===== config.mk =====
export PLATFORM = sky130hd
export DESIGN_NAME = cabinet_io
export DESIGN_NICKNAME = d
export VERILOG_FILES = /design/src/board_cfg_pkg.sv /design/src/ctrl_pkg.sv /design/src/key_latch.sv /design/src/control_mapper.sv /design/src/video_gate.sv /design/src/sigma_delta_dac.sv /design/src/cabinet_io.sv
export SDC_FILE = /design/constraint.sdc
export NUM_CORES = 1
export LEC_CHECK = 0
export ABC_AREA = 1
export BUFFER_PORTS_ARGS = -buffer_cell sky130_fd_sc_hd__buf_2
export CORE_MARGIN = 3
export CORE_UTILIZATION = 47
export CTS_BUF_LIST = sky130_fd_sc_hd__clkbuf_4 sky130_fd_sc_hd__clkbuf_8
export DETAILED_ROUTE_END_ITERATION = 16
export PLACE_DENSITY = 0.87
export SLEW_MARGIN = 0
export SYNTH_ARGS = -nofsm -noshare
export SYNTH_HDL_FRONTEND = slang
export SYNTH_SLANG_ARGS = --single-unit

===== constraint.sdc =====
create_clock -name clock_24 -period 2.93 [get_ports clock_24]
set_input_delay 0.1465 -clock clock_24 [delete_from_list [all_inputs] [get_ports clock_24]]
set_output_delay 0.1465 -clock clock_24 [all_outputs]
set_load 0.02 [all_outputs]

===== src/board_cfg_pkg.sv =====
package board_cfg_pkg;

	// Status word from the I/O controller
	localparam int status_w = 32;

	localparam int st_reset      = 0; // OSD reset request
	localparam int st_rotate     = 2; // 0 rotates the controls
	localparam int st_reset_menu = 6; // Reset entry in the menu

	// DIP sources with 2-bit lives and bonus fields
	localparam int st_lives_lo = 8;
	localparam int st_bonus_lo = 10;
	localparam int st_cabinet  = 12; // Upright when set

	localparam int dip_w = 8;

	// 3-3-2 core colour widened to 6-bit VGA pins
	localparam int core_color_w = 3;
	localparam int vga_color_w  = 6;

	localparam int audio_w = 8; // Sound sample width

endpackage


===== src/ctrl_pkg.sv =====
package ctrl_pkg;

	// PS/2 set 2 scan codes
	localparam logic [7:0] key_up     = 8'h75;
	localparam logic [7:0] key_down   = 8'h72;
	localparam logic [7:0] key_left   = 8'h6B;
	localparam logic [7:0] key_right  = 8'h74;
	localparam logic [7:0] key_coin   = 8'h76; // ESC
	localparam logic [7:0] key_start1 = 8'h05; // F1
	localparam logic [7:0] key_start2 = 8'h06; // F2
	localparam logic [7:0] key_fire   = 8'h29; // Space

	// Joystick byte layout
	localparam int joy_right = 0;
	localparam int joy_left  = 1;
	localparam int joy_down  = 2;
	localparam int joy_up    = 3;
	localparam int joy_fire  = 4;

	// Held button vector
	localparam int btn_w      = 8;
	localparam int btn_up     = 0;
	localparam int btn_down   = 1;
	localparam int btn_left   = 2;
	localparam int btn_right  = 3;
	localparam int btn_fire   = 4;
	localparam int btn_coin   = 5;
	localparam int btn_start1 = 6;
	localparam int btn_start2 = 7;

endpackage


===== src/key_latch.sv =====
`timescale 1ns/1ps

module key_latch (
	input  logic                      clock_24,
	input  logic                      rst_n,
	input  logic                      key_strobe,
	input  logic                      key_pressed,
	input  logic [7:0]                key_code,
	output logic [ctrl_pkg::btn_w-1:0] held
);

	always_ff @(posedge clock_24 or negedge rst_n) begin
		if (!rst_n) begin
			held <= '0;
		end else if (key_strobe) begin
			case (key_code)
				ctrl_pkg::key_up: begin
					held[ctrl_pkg::btn_up] <= key_pressed;
				end
				ctrl_pkg::key_down: begin
					held[ctrl_pkg::btn_down] <= key_pressed;
				end
				ctrl_pkg::key_left: begin
					held[ctrl_pkg::btn_left] <= key_pressed;
				end
				ctrl_pkg::key_right: begin
					held[ctrl_pkg::btn_right] <= key_pressed;
				end
				ctrl_pkg::key_fire: begin
					held[ctrl_pkg::btn_fire] <= key_pressed;
				end
				ctrl_pkg::key_coin: begin
					held[ctrl_pkg::btn_coin] <= key_pressed;
				end
				ctrl_pkg::key_start1: begin
					held[ctrl_pkg::btn_start1] <= key_pressed;
				end
				ctrl_pkg::key_start2: begin
					held[ctrl_pkg::btn_start2] <= key_pressed;
				end
				default: begin
					held <= held; // Other keys ignored
				end
			endcase
		end
	end

endmodule


===== src/control_mapper.sv =====
`timescale 1ns/1ps

module control_mapper (
	input  logic                              clock_24,
	input  logic                              rst_n,
	input  logic [ctrl_pkg::btn_w-1:0]        held,
	input  logic [7:0]                        joystick_0,
	input  logic [7:0]                        joystick_1,
	input  logic [board_cfg_pkg::status_w-1:0] status,
	input  logic                              menu_reset,
	output logic                              up_n,
	output logic                              down_n,
	output logic                              left_n,
	output logic                              right_n,
	output logic                              fire_n,
	output logic                              coin_n,
	output logic                              start1_n,
	output logic                              start2_n,
	output logic [board_cfg_pkg::dip_w-1:0]    dip_sw,
	output logic                              core_rst_n
);

	logic src_up, src_down, src_left, src_right, src_fire;
	logic rotate;
	logic m_up, m_down, m_left, m_right;

	assign src_up    = held[ctrl_pkg::btn_up] | joystick_0[ctrl_pkg::joy_up] |
			   joystick_1[ctrl_pkg::joy_up];
	assign src_down  = held[ctrl_pkg::btn_down] | joystick_0[ctrl_pkg::joy_down] |
			   joystick_1[ctrl_pkg::joy_down];
	assign src_left  = held[ctrl_pkg::btn_left] | joystick_0[ctrl_pkg::joy_left] |
			   joystick_1[ctrl_pkg::joy_left];
	assign src_right = held[ctrl_pkg::btn_right] | joystick_0[ctrl_pkg::joy_right] |
			   joystick_1[ctrl_pkg::joy_right];
	assign src_fire  = held[ctrl_pkg::btn_fire] | joystick_0[ctrl_pkg::joy_fire] |
			   joystick_1[ctrl_pkg::joy_fire];

	assign rotate  = ~status[board_cfg_pkg::st_rotate]; // Vertical monitor mode
	assign m_up    = rotate ? src_left  : src_up;
	assign m_down  = rotate ? src_right : src_down;
	assign m_left  = rotate ? src_down  : src_left;
	assign m_right = rotate ? src_up    : src_right;

	always_ff @(posedge clock_24 or negedge rst_n) begin
		if (!rst_n) begin
			{up_n, down_n, left_n, right_n} <= 4'hf;
			{fire_n, coin_n, start1_n, start2_n} <= 4'hf;
			dip_sw     <= '0;
			core_rst_n <= 1'b0; // Core held until first clock
		end else begin
			up_n     <= ~m_up;
			down_n   <= ~m_down;
			left_n   <= ~m_left;
			right_n  <= ~m_right;
			fire_n   <= ~src_fire;
			coin_n   <= ~held[ctrl_pkg::btn_coin];
			start1_n <= ~held[ctrl_pkg::btn_start1];
			start2_n <= ~held[ctrl_pkg::btn_start2];
			dip_sw   <= {~status[board_cfg_pkg::st_cabinet], 3'b000,
				     status[board_cfg_pkg::st_bonus_lo+1 -: 2],
				     status[board_cfg_pkg::st_lives_lo+1 -: 2]};
			core_rst_n <= ~(status[board_cfg_pkg::st_reset] |
					status[board_cfg_pkg::st_reset_menu] | menu_reset);
		end
	end

endmodule


===== src/video_gate.sv =====
`timescale 1ns/1ps

module video_gate #(
	parameter int COLOR_DEPTH = 3
) (
	input  logic                                   clock_24,
	input  logic                                   rst_n,
	input  logic [COLOR_DEPTH-1:0]                 r_in,
	input  logic [COLOR_DEPTH-1:0]                 g_in,
	input  logic [COLOR_DEPTH-2:0]                 b_in,
	input  logic                                   vblank,
	input  logic                                   hs_n_in,
	input  logic                                   vs_n_in,
	output logic [board_cfg_pkg::vga_color_w-1:0]  vga_r,
	output logic [board_cfg_pkg::vga_color_w-1:0]  vga_g,
	output logic [board_cfg_pkg::vga_color_w-1:0]  vga_b,
	output logic                                   vga_hs,
	output logic                                   vga_vs
);

	// Repeat the colour from its MSB down until the pin width is filled
	function automatic logic [board_cfg_pkg::vga_color_w-1:0] expand(
		input logic [COLOR_DEPTH-1:0] c
	);
		logic [board_cfg_pkg::vga_color_w-1:0] res;
		for (int i = 0; i < board_cfg_pkg::vga_color_w; i++) begin
			res[board_cfg_pkg::vga_color_w-1-i] = c[COLOR_DEPTH-1-(i % COLOR_DEPTH)];
		end
		return res;
	endfunction

	logic [COLOR_DEPTH-1:0] b_wide;

	assign b_wide = {b_in[COLOR_DEPTH-2], b_in}; // 2-bit blue to 3 bits

	always_ff @(posedge clock_24 or negedge rst_n) begin
		if (!rst_n) begin
			vga_r  <= '0;
			vga_g  <= '0;
			vga_b  <= '0;
			vga_hs <= 1'b1;
			vga_vs <= 1'b1;
		end else begin
			vga_r  <= vblank ? '0 : expand(r_in);
			vga_g  <= vblank ? '0 : expand(g_in);
			vga_b  <= vblank ? '0 : expand(b_wide);
			vga_hs <= hs_n_in; // Same stage as colour
			vga_vs <= vs_n_in;
		end
	end

endmodule


===== src/sigma_delta_dac.sv =====
`timescale 1ns/1ps

module sigma_delta_dac #(
	parameter int DAC_BITS = board_cfg_pkg::audio_w
) (
	input  logic                clock_24,
	input  logic                rst_n,
	input  logic [DAC_BITS-1:0] sample,
	output logic                dac_out
);

	logic [DAC_BITS-1:0] acc;
	logic [DAC_BITS:0]   sum;

	// Carry out sets the pulse density
	assign sum = {1'b0, acc} + {1'b0, sample};

	always_ff @(posedge clock_24 or negedge rst_n) begin
		if (!rst_n) begin
			acc     <= '0;
			dac_out <= 1'b0;
		end else begin
			acc     <= sum[DAC_BITS-1:0];
			dac_out <= sum[DAC_BITS];
		end
	end

endmodule


===== src/cabinet_io.sv =====
`timescale 1ns/1ps

module cabinet_io (
	input  logic                                    clock_24,
	input  logic                                    rst_n,
	input  logic                                    key_strobe,
	input  logic                                    key_pressed,
	input  logic [7:0]                              key_code,
	input  logic [7:0]                              joystick_0,
	input  logic [7:0]                              joystick_1,
	input  logic [board_cfg_pkg::status_w-1:0]      status,
	input  logic                                    menu_reset,
	input  logic [board_cfg_pkg::core_color_w-1:0]  r_in,
	input  logic [board_cfg_pkg::core_color_w-1:0]  g_in,
	input  logic [board_cfg_pkg::core_color_w-2:0]  b_in,
	input  logic                                    vblank,
	input  logic                                    hs_n_in,
	input  logic                                    vs_n_in,
	input  logic [board_cfg_pkg::audio_w-1:0]       sample,
	output logic                                    up_n,
	output logic                                    down_n,
	output logic                                    left_n,
	output logic                                    right_n,
	output logic                                    fire_n,
	output logic                                    coin_n,
	output logic                                    start1_n,
	output logic                                    start2_n,
	output logic [board_cfg_pkg::dip_w-1:0]         dip_sw,
	output logic                                    core_rst_n,
	output logic [board_cfg_pkg::vga_color_w-1:0]   vga_r,
	output logic [board_cfg_pkg::vga_color_w-1:0]   vga_g,
	output logic [board_cfg_pkg::vga_color_w-1:0]   vga_b,
	output logic                                    vga_hs,
	output logic                                    vga_vs,
	output logic                                    audio_l,
	output logic                                    audio_r
);

	logic [ctrl_pkg::btn_w-1:0] held;

	key_latch key_latch_inst (
		.clock_24, .rst_n, .key_strobe, .key_pressed, .key_code, .held
	);

	control_mapper control_mapper_inst (
		.clock_24, .rst_n, .held, .joystick_0, .joystick_1, .status, .menu_reset,
		.up_n, .down_n, .left_n, .right_n, .fire_n, .coin_n, .start1_n, .start2_n,
		.dip_sw, .core_rst_n
	);

	video_gate #(.COLOR_DEPTH(board_cfg_pkg::core_color_w)) video_gate_inst (
		.clock_24, .rst_n, .r_in, .g_in, .b_in, .vblank, .hs_n_in, .vs_n_in,
		.vga_r, .vga_g, .vga_b, .vga_hs, .vga_vs
	);

	sigma_delta_dac #(.DAC_BITS(board_cfg_pkg::audio_w)) sigma_delta_dac_inst (
		.clock_24, .rst_n, .sample,
		.dac_out (audio_l)
	);

	assign audio_r = audio_l; // Mono to both pins

endmodule


# Yosys cells after proc, flatten, opt, wreduce, memory -nomap -nowiden
# Index checks and enable logic that the tools add are counted.
dict set report totals {
  register_bits 51
  inputBits 80
  elab_cells 71
}
dict set report classes {
  n_addsub 1
  eq_ne 8
  muxes 7
  bitwise_logic 22
  n_reduce_logical 8
}
# cell count
set op_table {}
lappend op_table {{$eq A8 B7 Y1 const B} 5}
lappend op_table {{$mux W6} 3}
lappend op_table {{$eq A8 B3 Y1 const B} 2}
lappend op_table {{$reduce_and A2 Y1} 8}
lappend op_table {{$or A1 B1 Y1} 12}
lappend op_table {{$not A1 Y1} 10}
lappend op_table {{$add A8 B8 Y9} 1}
lappend op_table {{$eq A8 B6 Y1 const B} 1}
lappend op_table {{$mux W1} 4}

# Depth between registers and ports, before layout
# Gate-level depths: netlist of run 1.
dict set report depth {
  word_depth 4
  mapped_depth 8
  ltp_nobuf 8
}

# Modules after synthesis
# Synthesis of run 1 repeated with hierarchy kept, for this count alone.
dict set report hier_totals {
  cells_unflattened 227
  hier_area_um2 2037.0
}
# module n_inst cells_each area_per_inst_um2 seq_area_each_um2
set by_module_without_submodules {}
lappend by_module_without_submodules {sigma_delta_dac 1 68 601.8 225.2}
lappend by_module_without_submodules {key_latch 1 76 528.0 200.2}
lappend by_module_without_submodules {control_mapper 1 45 500.5 360.3}
lappend by_module_without_submodules {video_gate 1 37 399.1 252.7}
lappend by_module_without_submodules {cabinet_io 1 1 7.5 0.0}

# Worst setup path before layout of run 1
# No wires, ideal clock.
dict set report synth_path {
  path_type {flip-flop to flip-flop}
  from {register sigma_delta_dac_inst.acc[0]}
  to {register sigma_delta_dac_inst.dac_out}
  setup_time_ps 119
  arrival_ps 1299
  required_ps 2811
  slack_ps 1512
  path_stages_with_launch 9
  n_path_buf 0
  path_cell_list {dfrtp_1 ha_1 fa_1 nand2_1 nand2_1 nand3b_1 nand2_1 nand2_1 nand2_1}
}
dict set report synth_via {
  elab_chain_cells 1
}
# element line_no
set synth_rtl {}
lappend synth_rtl {{start, declared} sigma_delta_dac.sv:12} ;# logic [DAC_BITS-1:0] acc;
lappend synth_rtl {{start signal, assigned} sigma_delta_dac.sv:23} ;# acc <= sum[DAC_BITS-1:0];
lappend synth_rtl {{$add A8 B8 Y9} sigma_delta_dac.sv:16} ;# assign sum = {1'b0, acc} + {1'b0, sample};
lappend synth_rtl {{net sigma_delta_dac_inst.sum[8]} sigma_delta_dac.sv:13} ;# logic [DAC_BITS:0] sum;
lappend synth_rtl {{end signal, assigned} sigma_delta_dac.sv:24} ;# dac_out <= sum[DAC_BITS];
lappend synth_rtl {{end, declared} sigma_delta_dac.sv:9} ;# output logic dac_out
# The timed path passes the listed nets, and every way through them passes these cells.
# A chain may end at the register's enable or synchronous reset.

# Worst setup path after layout of run 1
# Same ends and word-level chain as after synthesis.

==> results.tsv, run 1 <==
stage	metric	value	unit
status	status	complete, no violations	
clock_tree	post-cts resize count	0	
power	Max VDD drop	288	uV
finish	Final Non-Filler Cells	351	
timing	Max Clock Skew	0.00583	ns
worst_setup_path	crit end category	flop	
placed_design	HPWL Detailed	2930	um
timing	min Tclk post-route	1.58	ns
floorplanning	Die W	69.6	um
placed_design	Buffers on Ports	85	
finish	Area growth syn-to-layout	31.8	%
global_routing	initial antenna violation count	0	
synthesis	simple-gate share of the synthesized area	21.6	%
placed_design	routability congestion estimate	0.765	
floorplanning	# rows	22	
timing	Hold Violations, Final	0	
worst_setup_path	slowest CP cell	fa_1	
route	DRC marker count from the first detailed-route iteration	59	
global_routing	first-pass GRT wire length	6530	um
finish	fin nets	391	
global_routing	grt total ovfl	0	
route	# DRC	0	
route	DR pass1 iterations	4	
floorplanning	total core area	3770	um^2
clock_tree	CTS buffer count	5	
timing	Final setup viols	0	
worst_setup_path	Reg2Reg Setup Slack	1.35	ns
worst_setup_path	Critical R2R Capture	sigma_delta_dac_inst.dac_out	
synthesis	Compound-Gate Fraction of Synth Area	3.68	%
floorplanning	Die Ht	69.6	um
timing	worst slew pin tran	0.866	ns
synthesis	mux cell area share after synthesis	0	%
worst_setup_path	startpoint types	flop	
worst_hold_path	worst hold path class	input port to flop	
timing	Slew Limit Headroom	42.3	%
route	wire length per cell	10.9	um
placed_design	dpl cells	333	
run	max_cap viols	0	
synthesis	mapped cell area	1900	um^2
power	leakage	0.00140	uW
floorplanning	starting density of the core	50.4	%
synthesis	Syn Area/Cell	8.93	um^2
synthesis	Synth Area in XOR/XNOR	1.38	%
synthesis	Post-Synth Adder-Cell Area	6.32	%
route	routed vias/inst	4.36	
worst_hold_path	Hold Path Depth	2	
global_routing	GRT Total Usage	16.6	%
timing	RSZ-0062 raised after global routing	no	
clock_tree	clock buffer depth	2	
finish	ant diodes	0	
worst_setup_path	Slowest Stage Delay on Critical Path	0.42	ns
timing	FMAX	634	MHz
power	Pwr Density	678	nW/um^2
floorplanning	area of the die	4850	um^2
worst_hold_path	hold_sp	status[6]	
synthesis	register area share after synthesis	54.6	%
worst_setup_path	reg-to-reg startpoint	sigma_delta_dac_inst.acc[0]	
worst_hold_path	WHS Endpoint	control_mapper_inst.core_rst_n	
timing	Final Cycle Share	53.8	%
synthesis	main combinational cell family by area after synthesis	simple AND/OR/NAND/NOR gates	
worst_setup_path	Critical Path AT	1.76	ns
route	Via Count	1530	
clock_tree	Max H-tree Level	2	
timing	max-slew violations	0	
synthesis	synth unique cells	23	
synthesis	Synth Warn #	0	
worst_setup_path	worst path required time	3.11	ns
route	Detail Route Antenna Nets	0	
synthesis	FF+latch count, synth	41	
global_routing	largest net degree at the start of global routing	42	
worst_setup_path	depth of the worst register-to-register path	8	
worst_setup_path	Setup crit start	sigma_delta_dac_inst.acc[0]	
route	WL final	3840	um
clock_tree	clk sinks	41	
floorplanning	num ports	119	
clock_tree	Clock Pin Slew Worst Setup and Hold Paths	0.08	ns
finish	# fillers	321	
worst_setup_path	CP max FO	2	
timing	Setup TNS	0	ns
finish	share of cells above drive strength 1	34.7	%
synthesis	Post-Syn Instances	213	
clock_tree	CTS tree	yes	
global_routing	vias in the first global route	1530	
clock_tree	clock latency on the worst-skew pair	0.29	ns
worst_setup_path	crit path cell chain	ha_1 > fa_1 > nand2_1 > nand2_1 > nand3b_1 > nand2_1 > nand2_1 > nand2_1	
worst_setup_path	Crit Path Category	flop to flop	
clock_tree	Root Buffer	clkbuf_8	
worst_setup_path	Top cell by count, worst path	nand2_1	
flip-flops by register name (all words and copies together) (netlist names), 2 cells and up:
name	cells
video_gate_inst.vga_r	3
sigma_delta_dac_inst.acc	8
video_gate_inst.vga_g	3
video_gate_inst.vga_b	2
key_latch_inst.held	8
control_mapper_inst.dip_sw	5
timing repair:
item / in CTS / in global routing
hold buffers: 10 / 0
setup buffers: 0 / 0
endpoints found under the hold margin: 39 / 0
synth_stat cells:
cell / count / area (um^2)
or3_1: 1 / 6.26
fa_1: 1 / 20.0
inv_1: 33 / 124
nand3b_1: 2 / 15.0
or2_1: 3 / 18.8
xor2_1: 1 / 8.76
nor3_1: 4 / 20.0
buf_4: 14 / 105
nand4_1: 1 / 6.26
nor2_4: 1 / 11.3
nor2_1: 26 / 97.6
o21ai_0: 3 / 15.0
dfstp_2: 10 / 263
nand3_2: 1 / 10.0
dfrtp_1: 31 / 776
xnor2_1: 2 / 17.5
nand3_1: 6 / 30.0
ha_1: 8 / 100
clkbuf_1: 1 / 3.75
conb_1: 1 / 3.75
a21oi_1: 6 / 30.0
o21ai_1: 5 / 25.0
nand2_1: 52 / 195
worst max-delay path, delay by kind of cell, from the launching register on:
kind	cells	cell delay [ns]
fa+ha+maj	2	0.63
flops	1	0.37
simple gates	6	0.48
logic make-up after synthesis:
logic type      Yosys count
simple gates             97
buf+inv                  48
flops                    41
compound gates           14
fa+ha+maj                 9
xor+xnor                  3
other cells               1
power by group:
group	leakage, uW	total (uW)	switching, uW	internal [uW]
logic	0.000856	540	316	225
registers	0.000482	693	31.7	661
clock network	0.0000574	466	189	277
total	0.00140	1700	536	1160
layout by cell type (no fill, tap or decap), types with 5 or more instances in the layout:
| cell type | count |
|---|---|
| nor2_1 | 26 |
| dfrtp_1 | 31 |
| dlygate4sd3_1 | 10 |
| ha_1 | 8 |
| nand3_1 | 6 |
| clkbuf_8 | 6 |
| a21oi_1 | 6 |
| nand2_1 | 52 |
| buf_2 | 85 |
| o21ai_1 | 5 |
| inv_1 | 33 |
| dfstp_2 | 10 |
per-stage QoR:
step / worst slack (ns) / area [um^2] / total power [uW] / utilization [%] / hold WS [ns]
2_1_floorplan: 1.51 / 1910 / 1100 / - / -0.149
3_3_place_gp: 1.43 / 2290 / 1210 / 60.6 / 0.252
3_5_place_dp: 1.37 / 2290 / 1230 / 60.6 / 0.253
4_1_cts: 1.36 / 2510 / 1720 / 66.5 / 0.00504
5_1_grt: 1.27 / 2510 / 1830 / 66.5 / 0.00957
6_report: 1.35 / 2510 / 1700 / 66.5 / 0.00811
layout make-up:
type,instances,area [um^2],area share [%]
flip-flops and latches,41,1040,41.4
multi-input cells,126,638,25.5
repair buffers,95,526,21.0
inverters,33,124,4.94
clock buffers,6,82.6,3.30
well taps,48,60.1,2.40
clock inverters,2,37.5,1.50
worst max-delay path by stage:
stage          slack, ns                            to
2_1_floorplan       1.51  sigma_delta_dac_inst.dac_out
3_3_place_gp        1.43  sigma_delta_dac_inst.dac_out
3_5_place_dp        1.37  sigma_delta_dac_inst.dac_out
4_1_cts             1.36  sigma_delta_dac_inst.dac_out
5_1_grt             1.27  sigma_delta_dac_inst.dac_out
6_report            1.35  sigma_delta_dac_inst.dac_out
routing by layer:
metal / part of all wire, % / vias up / GRT usage, %
met3: 7.8 / 2 / 5.07
met2: 50 / 56 / 30.4
met4: 0.52 / 0 / 3.19
li1: - / 806 / -
met1: 42 / 666 / 19.1
met5: 0 / - / 0
Power figures use the tool's default switching activity.
==> inputs of run 2 (changes only) <==
Settings changed: CORE_UTILIZATION 47 to 40, PLACE_DENSITY 0.87 to 0.79.
Clock period 2.93 ns to 1.3 ns, I/O delays scaled along.
==> run 2 against run 1 <==
The flow now finishes with violations (negative setup slack). Core utilization is 4.9 points lower. Count of clock-buffer cells in the layout is 1 lower. Worst hold slack better by 0.013 ns. Sequential share of layout area is 3.7 points lower.
==> results.tsv, run 2 (synthesis results as in run 1) <==
stage	metric	value	unit	change
timing	Final Cycle Share	112	%	+58 points
worst_hold_path	worst hold path class	input port to flop		
finish	share of cells above drive strength 1	38.8	%	+4.1 points
route	DRC marker count from the first detailed-route iteration	43		-27%
timing	Final setup viols	3		+3
finish	# fillers	393		+22%
route	wire length per cell	10.6	um	-2.9%
floorplanning	# rows	24		+9.1%
route	DR pass1 iterations	4		unchanged
finish	ant diodes	0		unchanged
global_routing	GR peak layer	met2		
route	# DRC	0		unchanged
placed_design	Buffers on Ports	85		unchanged
finish	Final Util	61.5	%	-4.9 points
finish	most common cell after layout, fill and taps aside	buf_2		
timing	Max Clock Skew	0.00409	ns	-0.00174 ns
global_routing	met2 usage	27.6	%	-2.8 points
placed_design	HPWL Detailed	2950	um	+0.71%
worst_setup_path	CP max FO	2		unchanged
finish	leading registers by flop count	key_latch_inst.held (8), sigma_delta_dac_inst.acc (8), control_mapper_inst.dip_sw (5)		
worst_setup_path	crit path to	sigma_delta_dac_inst.acc[6]		
power	leakage	0.00147	uW	+5.7%
worst_setup_path	crit end category	flop		
route	WL final	3950	um	+2.9%
global_routing	met3 Usage GRT	4.41	%	-0.67 points
route	Via Count	1632		+6.7%
clock_tree	clock buffer depth	2		unchanged
route	routed vias/inst	4.39		+0.65%
timing	Setup TNS	-0.389	ns	-0.389 ns
clock_tree	Root Buffer	clkbuf_8		
finish	fin nets	408		+4.3%
power	Max VDD drop	593	uV	+110%
status	failing checks	negative setup slack		
clock_tree	Max H-tree Level	2		unchanged
status	status	finished with violations		
floorplanning	area of the die	5620	um^2	+16%
timing	final setup margin	-0.157	ns	-1.51 ns
worst_setup_path	Reg2Reg Setup Slack	-0.16	ns	-1.51 ns
power	Pwr Density	1510	nW/um^2	+120%
worst_setup_path	startpoint types	flop		
worst_setup_path	Critical R2R Capture	sigma_delta_dac_inst.acc[6]		
placed_design	routability congestion estimate	0.776		+1.4%
global_routing	met1 Use GR	16.6	%	-2.5 points
placed_design	Placed Area	2350	um^2	+2.6%
timing	max-slew violations	0		unchanged
clock_tree	CTS buffer count	5		unchanged
global_routing	GRT Total Usage	15.0	%	-1.6 points
worst_setup_path	depth of the worst register-to-register path	8		unchanged
timing	Hold Violations, Final	0		unchanged
placed_design	pre-CTS setup slack	-0.144	ns	-1.52 ns
floorplanning	starting density of the core	42.5	%	-7.9 points
finish	Area growth syn-to-layout	44.8	%	
clock_tree	CTS tree	yes		
worst_hold_path	Hold Path Depth	4		+2
worst_setup_path	reg-to-reg startpoint	sigma_delta_dac_inst.acc[0]		
floorplanning	total core area	4470	um^2	+19%
finish	most frequent cells in the layout	85 x buf_2, 48 x nand2_1, 33 x inv_1		
floorplanning	Die Ht	75.0	um	+7.7%
clock_tree	clock latency on the worst-skew pair	0.28	ns	about the same
worst_setup_path	worst path required time	1.47	ns	-1.64 ns
route	Detail Route Antenna Nets	0		unchanged
clock_tree	Clock Pin Slew Worst Setup and Hold Paths	0.08	ns	about the same
global_routing	largest net degree at the start of global routing	42		unchanged
worst_setup_path	Critical Path AT	1.63	ns	-0.13 ns
global_routing	first-pass GRT wire length	6440	um	-1.4%
floorplanning	num ports	119		unchanged
floorplanning	Die W	75.0	um	+7.7%
finish	post-route cell area	2750	um^2	+9.9%
timing	min Tclk post-route	1.46	ns	-0.120 ns
global_routing	initial antenna violation count	0		unchanged
worst_setup_path	Setup crit start	sigma_delta_dac_inst.acc[0]		
timing	RSZ-0062 raised after global routing	yes		
worst_setup_path	Crit Path Category	flop to flop		
run	max_cap viols	0		unchanged
timing	FMAX	686	MHz	+8.2%
clock_tree	clk sinks	41		unchanged
global_routing	grt total ovfl	0		unchanged
global_routing	vias in the first global route	1600		+4.6%
[run 2: changes by cell type in the layout (fill, tap and decap cells not counted), sizes merged]
cell / delta
dlygate4sd3: +11
clkbuf: -1
buf: +6
clkinv: +1
[run 2: what timing repair did]
item,4_1_cts,5_1_grt
pin swaps,2,1
hold buffers,21,0
gates cloned,0,0
setup buffers,1,0
endpoints found under the hold margin,60,0
gates resized for setup,4,8
endpoints found under the setup margin,4,6
[run 2: area by class of cell]
cell class | count | area [um^2] | share of cell area [%]
timing repair buffer | 112 | 697 | 25.3
tap | 52 | 65.1 | 2.36
clock buffer | 5 | 68.8 | 2.50
inverter | 33 | 124 | 4.50
clock inverter | 3 | 46.3 | 1.68
sequential | 41 | 1040 | 37.7
multi-input combinational | 126 | 714 | 25.9
[run 2: metrics by stage]
step / power, uW / cells / hold WS (ns)
final: 4150 / 372 / 0.0213
after detailed placement: 2900 / 342 / 0.0511
after CTS: 4060 / 372 / 0.00566
after global placement: 2830 / 342 / 0.0517
after floorplan: 2480 / 215 / -0.231
after global routing: 4490 / 372 / 0.0308
[run 2: metal layers]
| layer | vias up | share of wire [%] |
|---|---|---|
| li1 | 841 | - |
| met4 | 0 | 0.94 |
| met3 | 6 | 6.6 |
| met2 | 58 | 51 |
| met5 | - | 0 |
| met1 | 727 | 42 |
[run 2: where the power goes]
part,internal (uW),switching [uW]
sequential,1490,104
combinational,763,798
clock,574,424
total,2830,1330
[run 2: worst min path at each step]
stage	startpoint	to	slack [ns]
2_1_floorplan	rst_n	control_mapper_inst.core_rst_n	-0.23
3_3_place_gp	rst_n	sigma_delta_dac_inst.acc[5]	0.05
3_5_place_dp	rst_n	sigma_delta_dac_inst.acc[5]	0.05
4_1_cts	joystick_1[1]	control_mapper_inst.up_n	0.006
5_1_grt	joystick_1[0]	control_mapper_inst.right_n	0.03
6_report	joystick_1[1]	control_mapper_inst.up_n	0.02
[run 2: worst max-delay path: stages (launching register included)]
cell      delay [ns]
dfrtp_1         0.37
ha_2            0.19
fa_2            0.35
nand2_2         0.08
nand2_2         0.06
nand3b_1        0.10
nand2_1         0.07
nand2_1         0.06
nand2_1         0.06
==> inputs of run 3 (changes only) <==
Settings changed: ABC_AREA 1 to 0, CORE_UTILIZATION 40 to 39, GPL_TIMING_DRIVEN set to 0, PLACE_DENSITY 0.79 to 0.78.
==> run 3 against run 2 <==
The run still ends with negative setup slack left. Final area down 1.1%. Non-clock buffer count up 8. Routed wire length down 0.99%. Power down 1.3%. Critical endpoint is now sigma_delta_dac_inst.dac_out. Sequential cell count unchanged. Clock power down 12%. Area after synthesis down 3.9%.
==> results.tsv, run 3 <==
stage	metric	value	unit	change
worst_setup_path	Critical Path AT	1.65	ns	+0.02 ns
synthesis	Syn Area/Cell	12.6	um^2	+41%
timing	Max Clock Skew	0.00529	ns	+0.00120 ns
finish	Area growth syn-to-layout	49.1	%	
placed_design	Buffers on Ports	85		unchanged
clock_tree	clk sinks	41		unchanged
global_routing	GRT Total Usage	14.6	%	-0.38 points
placed_design	routability congestion estimate	0.665		-14%
timing	FMAX	677	MHz	-1.4%
route	# DRC	0		unchanged
route	DR pass1 iterations	4		unchanged
clock_tree	CTS tree	yes		
placed_design	HPWL Detailed	2820	um	-4.6%
power	leakage	0.00138	uW	-6.3%
global_routing	initial antenna violation count	0		unchanged
power	Max VDD drop	670	uV	+13%
worst_setup_path	startpoint types	flop		
worst_setup_path	reg-to-reg startpoint	sigma_delta_dac_inst.acc[0]		
timing	Hold Violations, Final	0		unchanged
timing	max-slew violations	0		unchanged
run	max_cap viols	0		unchanged
clock_tree	Clock Pin Slew Worst Setup and Hold Paths	0.07	ns	about the same
worst_setup_path	Crit Path Category	flop to flop		
global_routing	first-pass GRT wire length	6110	um	-5.1%
floorplanning	total core area	4440	um^2	-0.67%
clock_tree	clock latency on the worst-skew pair	0.28	ns	about the same
worst_hold_path	hold_sp	r_in[0]		
synthesis	post-synthesis async set-or-reset flop share	100	%	unchanged
timing	Final Cycle Share	114	%	+1.6 points
route	WL final	3910	um	-0.99%
worst_setup_path	worst path required time	1.47	ns	about the same
worst_setup_path	depth of the worst register-to-register path	6		-2
route	Detail Route Antenna Nets	0		unchanged
timing	Slew Limit Headroom	40.5	%	
finish	ant diodes	0		unchanged
timing	hold slack final	0.0150	ns	-0.00629 ns
clock_tree	Root Buffer	clkbuf_8		
synthesis	cell taking the most area after synthesis	dfrtp_1		
route	wire length per cell	12.5	um	+18%
timing	worst slew pin tran	0.893	ns	
synthesis	mapped cell area	1830	um^2	-3.9%
route	Via Count	1467		-10%
global_routing	largest net degree at the start of global routing	42		unchanged
floorplanning	area of the die	5540	um^2	-1.4%
synthesis	top cells by area, synth	dfrtp_1 42%, dfstp_2 14%, mux2_2 6.2%, buf_4 5.8%, ha_1 5.5%		
synthesis	number of synthesized flops with an enable pin	0		unchanged
global_routing	grt total ovfl	0		unchanged
worst_setup_path	Critical R2R Capture	sigma_delta_dac_inst.dac_out		
route	DRC marker count from the first detailed-route iteration	19		-56%
finish	leading registers by flop count	key_latch_inst.held (8), sigma_delta_dac_inst.acc (8), control_mapper_inst.dip_sw (5)		
route	Top Layer Used	met4		
finish	most common cell after layout, fill and taps aside	buf_2		
synthesis	Post-Syn Instances	145		-32%
finish	most frequent cells in the layout	85 x buf_2, 31 x dfrtp_1, 17 x buf_4, 17 x dlygate4sd3_1, 11 x nor2b_1		
timing	final setup margin	-0.178	ns	-0.0206 ns
power	Pwr Density	1510	nW/um^2	-0.16%
floorplanning	starting density of the core	41.1	%	-1.4 points
route	Met2 Wirelength	2000	um	-0.30%
timing	min Tclk post-route	1.48	ns	+0.0206 ns
finish	share of cells above drive strength 1	57.5	%	+19 points
worst_setup_path	crit end category	flop		
synthesis	FF+latch count, synth	41		unchanged
status	failing checks	negative setup slack		
synthesis	ys flop type	dfrtp_1		
status	status	finished with violations		
synthesis	Synth Warn #	0		unchanged
synthesis	Yosys top cell area share	42.5	%	+1.7 points
route	metal3 WL	344	um	+31%
placed_design	pre-CTS setup slack	-0.221	ns	-0.0767 ns
floorplanning	Die W	74.4	um	-0.69%
timing	Setup TNS	-0.930	ns	-0.542 ns
synthesis	most frequent cell after synthesis	dfrtp_1		
floorplanning	num ports	119		unchanged
worst_hold_path	WHS Endpoint	video_gate_inst.vga_r[3]		
route	M1 WL	1530	um	-7.5%
global_routing	vias in the first global route	1468		-8.3%
finish	fin nets	349		-14%
finish	# fillers	370		-5.9%
floorplanning	Die Ht	74.4	um	-0.69%
clock_tree	CTS buffer count	5		unchanged
timing	Final setup viols	6		+3
worst_hold_path	Hold Path Depth	2		-2
route	routed vias/inst	4.69		+6.8%
clock_tree	clock buffer depth	2		unchanged
timing	RSZ-0062 raised after global routing	yes		
synthesis	register area share after synthesis	56.8	%	+2.2 points
synthesis	synth unique cells	35		+52%
clock_tree	Max H-tree Level	2		unchanged
worst_setup_path	CP max FO	2		unchanged
floorplanning	# rows	24		unchanged
worst_hold_path	worst hold path class	input port to flop		
synthesis	Post-synth top cells	31 x dfrtp_1, 14 x buf_4, 11 x nor2b_1		
worst_setup_path	Reg2Reg Setup Slack	-0.18	ns	-0.02 ns
power	Power, Total	4100	uW	-1.3%
run 3: cell types whose count changed after synthesis, sizes merged, moves of 4 or more:
cell	before	now
nand2	52	7
inv	33	7
nor2	27	3
mux2	0	12
nor2b	0	11
o21ai	8	1
nand3	7	2
nor3	4	8
run 3: cell type report:
cell class	instances	area (um^2)	share of cell area (%)
Sequential cell	41	1040	38.1
Multi-Input combinational cell	85	759	27.9
Timing Repair Buffer	106	629	23.1
Buffer	14	105	3.86
Clock buffer	8	97.6	3.58
Tap cell	52	65.1	2.39
Inverter	7	28.8	1.06
run 3: power by group:
| part | internal, uW | switching, uW | total [uW] |
|---|---|---|---|
| sequential | 1500 | 96.5 | 1590 |
| clock | 475 | 404 | 878 |
| combinational | 818 | 813 | 1630 |
run 3: worst max-delay path by stage:
stage | from | to | slack (ns) | cells past startpoint
2_1_floorplan | sigma_delta_dac_inst.acc[0] | sigma_delta_dac_inst.dac_out | -0.11 | 6
3_3_place_gp | sigma_delta_dac_inst.acc[0] | sigma_delta_dac_inst.dac_out | -0.22 | 6
3_5_place_dp | sigma_delta_dac_inst.acc[0] | sigma_delta_dac_inst.dac_out | -0.22 | 6
4_1_cts | sigma_delta_dac_inst.acc[0] | sigma_delta_dac_inst.dac_out | -0.21 | 6
5_1_grt | sigma_delta_dac_inst.acc[0] | sigma_delta_dac_inst.acc[6] | -0.25 | 6
6_report | sigma_delta_dac_inst.acc[0] | sigma_delta_dac_inst.dac_out | -0.18 | 6
run 3: cells by family (layout without fill, tap and decap cells):
group / after synthesis / count (layout) / synth area share, %
AO/OA/AOI/OAI: 13 / 13 / 4.93
multiplexers: 13 / 13 / 7.95
other: 1 / 3 / 0.205
XOR/XNOR: 4 / 4 / 1.92
adder cells (fa/ha/maj): 9 / 9 / 6.58
AND/OR/NAND/NOR: 43 / 43 / 14.4
flip-flops: 41 / 41 / 56.8
buffers and inverters: 21 / 135 / 7.19
run 3: what timing repair did:
action / in CTS / in global routing
hold buffers: 17 / 0
setup endpoints to repair: 5 / 6
pin swaps: 5 / 4
setup buffers: 2 / 3
endpoints found under the hold margin: 45 / 0
gates resized for setup: 6 / 5
run 3: critical path: stages (launching register included):
cell	delay, ns
dfrtp_1	0.37
ha_2	0.19
fa_2	0.38
a21oi_4	0.17
nor2_2	0.05
nor2_2	0.11
o21ai_1	0.09
run 3: stage by stage:
| stage | util, % | instances | cell area [um^2] |
|---|---|---|---|
| 2_1_floorplan | - | 147 | 1890 |
| 3_3_place_gp | 53.7 | 284 | 2380 |
| 3_5_place_dp | 53.7 | 284 | 2380 |
| 4_1_cts | 60.4 | 311 | 2690 |
| 5_1_grt | 61.3 | 313 | 2720 |
| 6_report | 61.3 | 313 | 2720 |
run 3: routing by layer:
metal / vias up / global-route usage [%]
met5: - / 0
met4: 0 / 4.74
met3: 6 / 5.54
met2: 62 / 25.9
met1: 689 / 16.1
li1: 710 / -
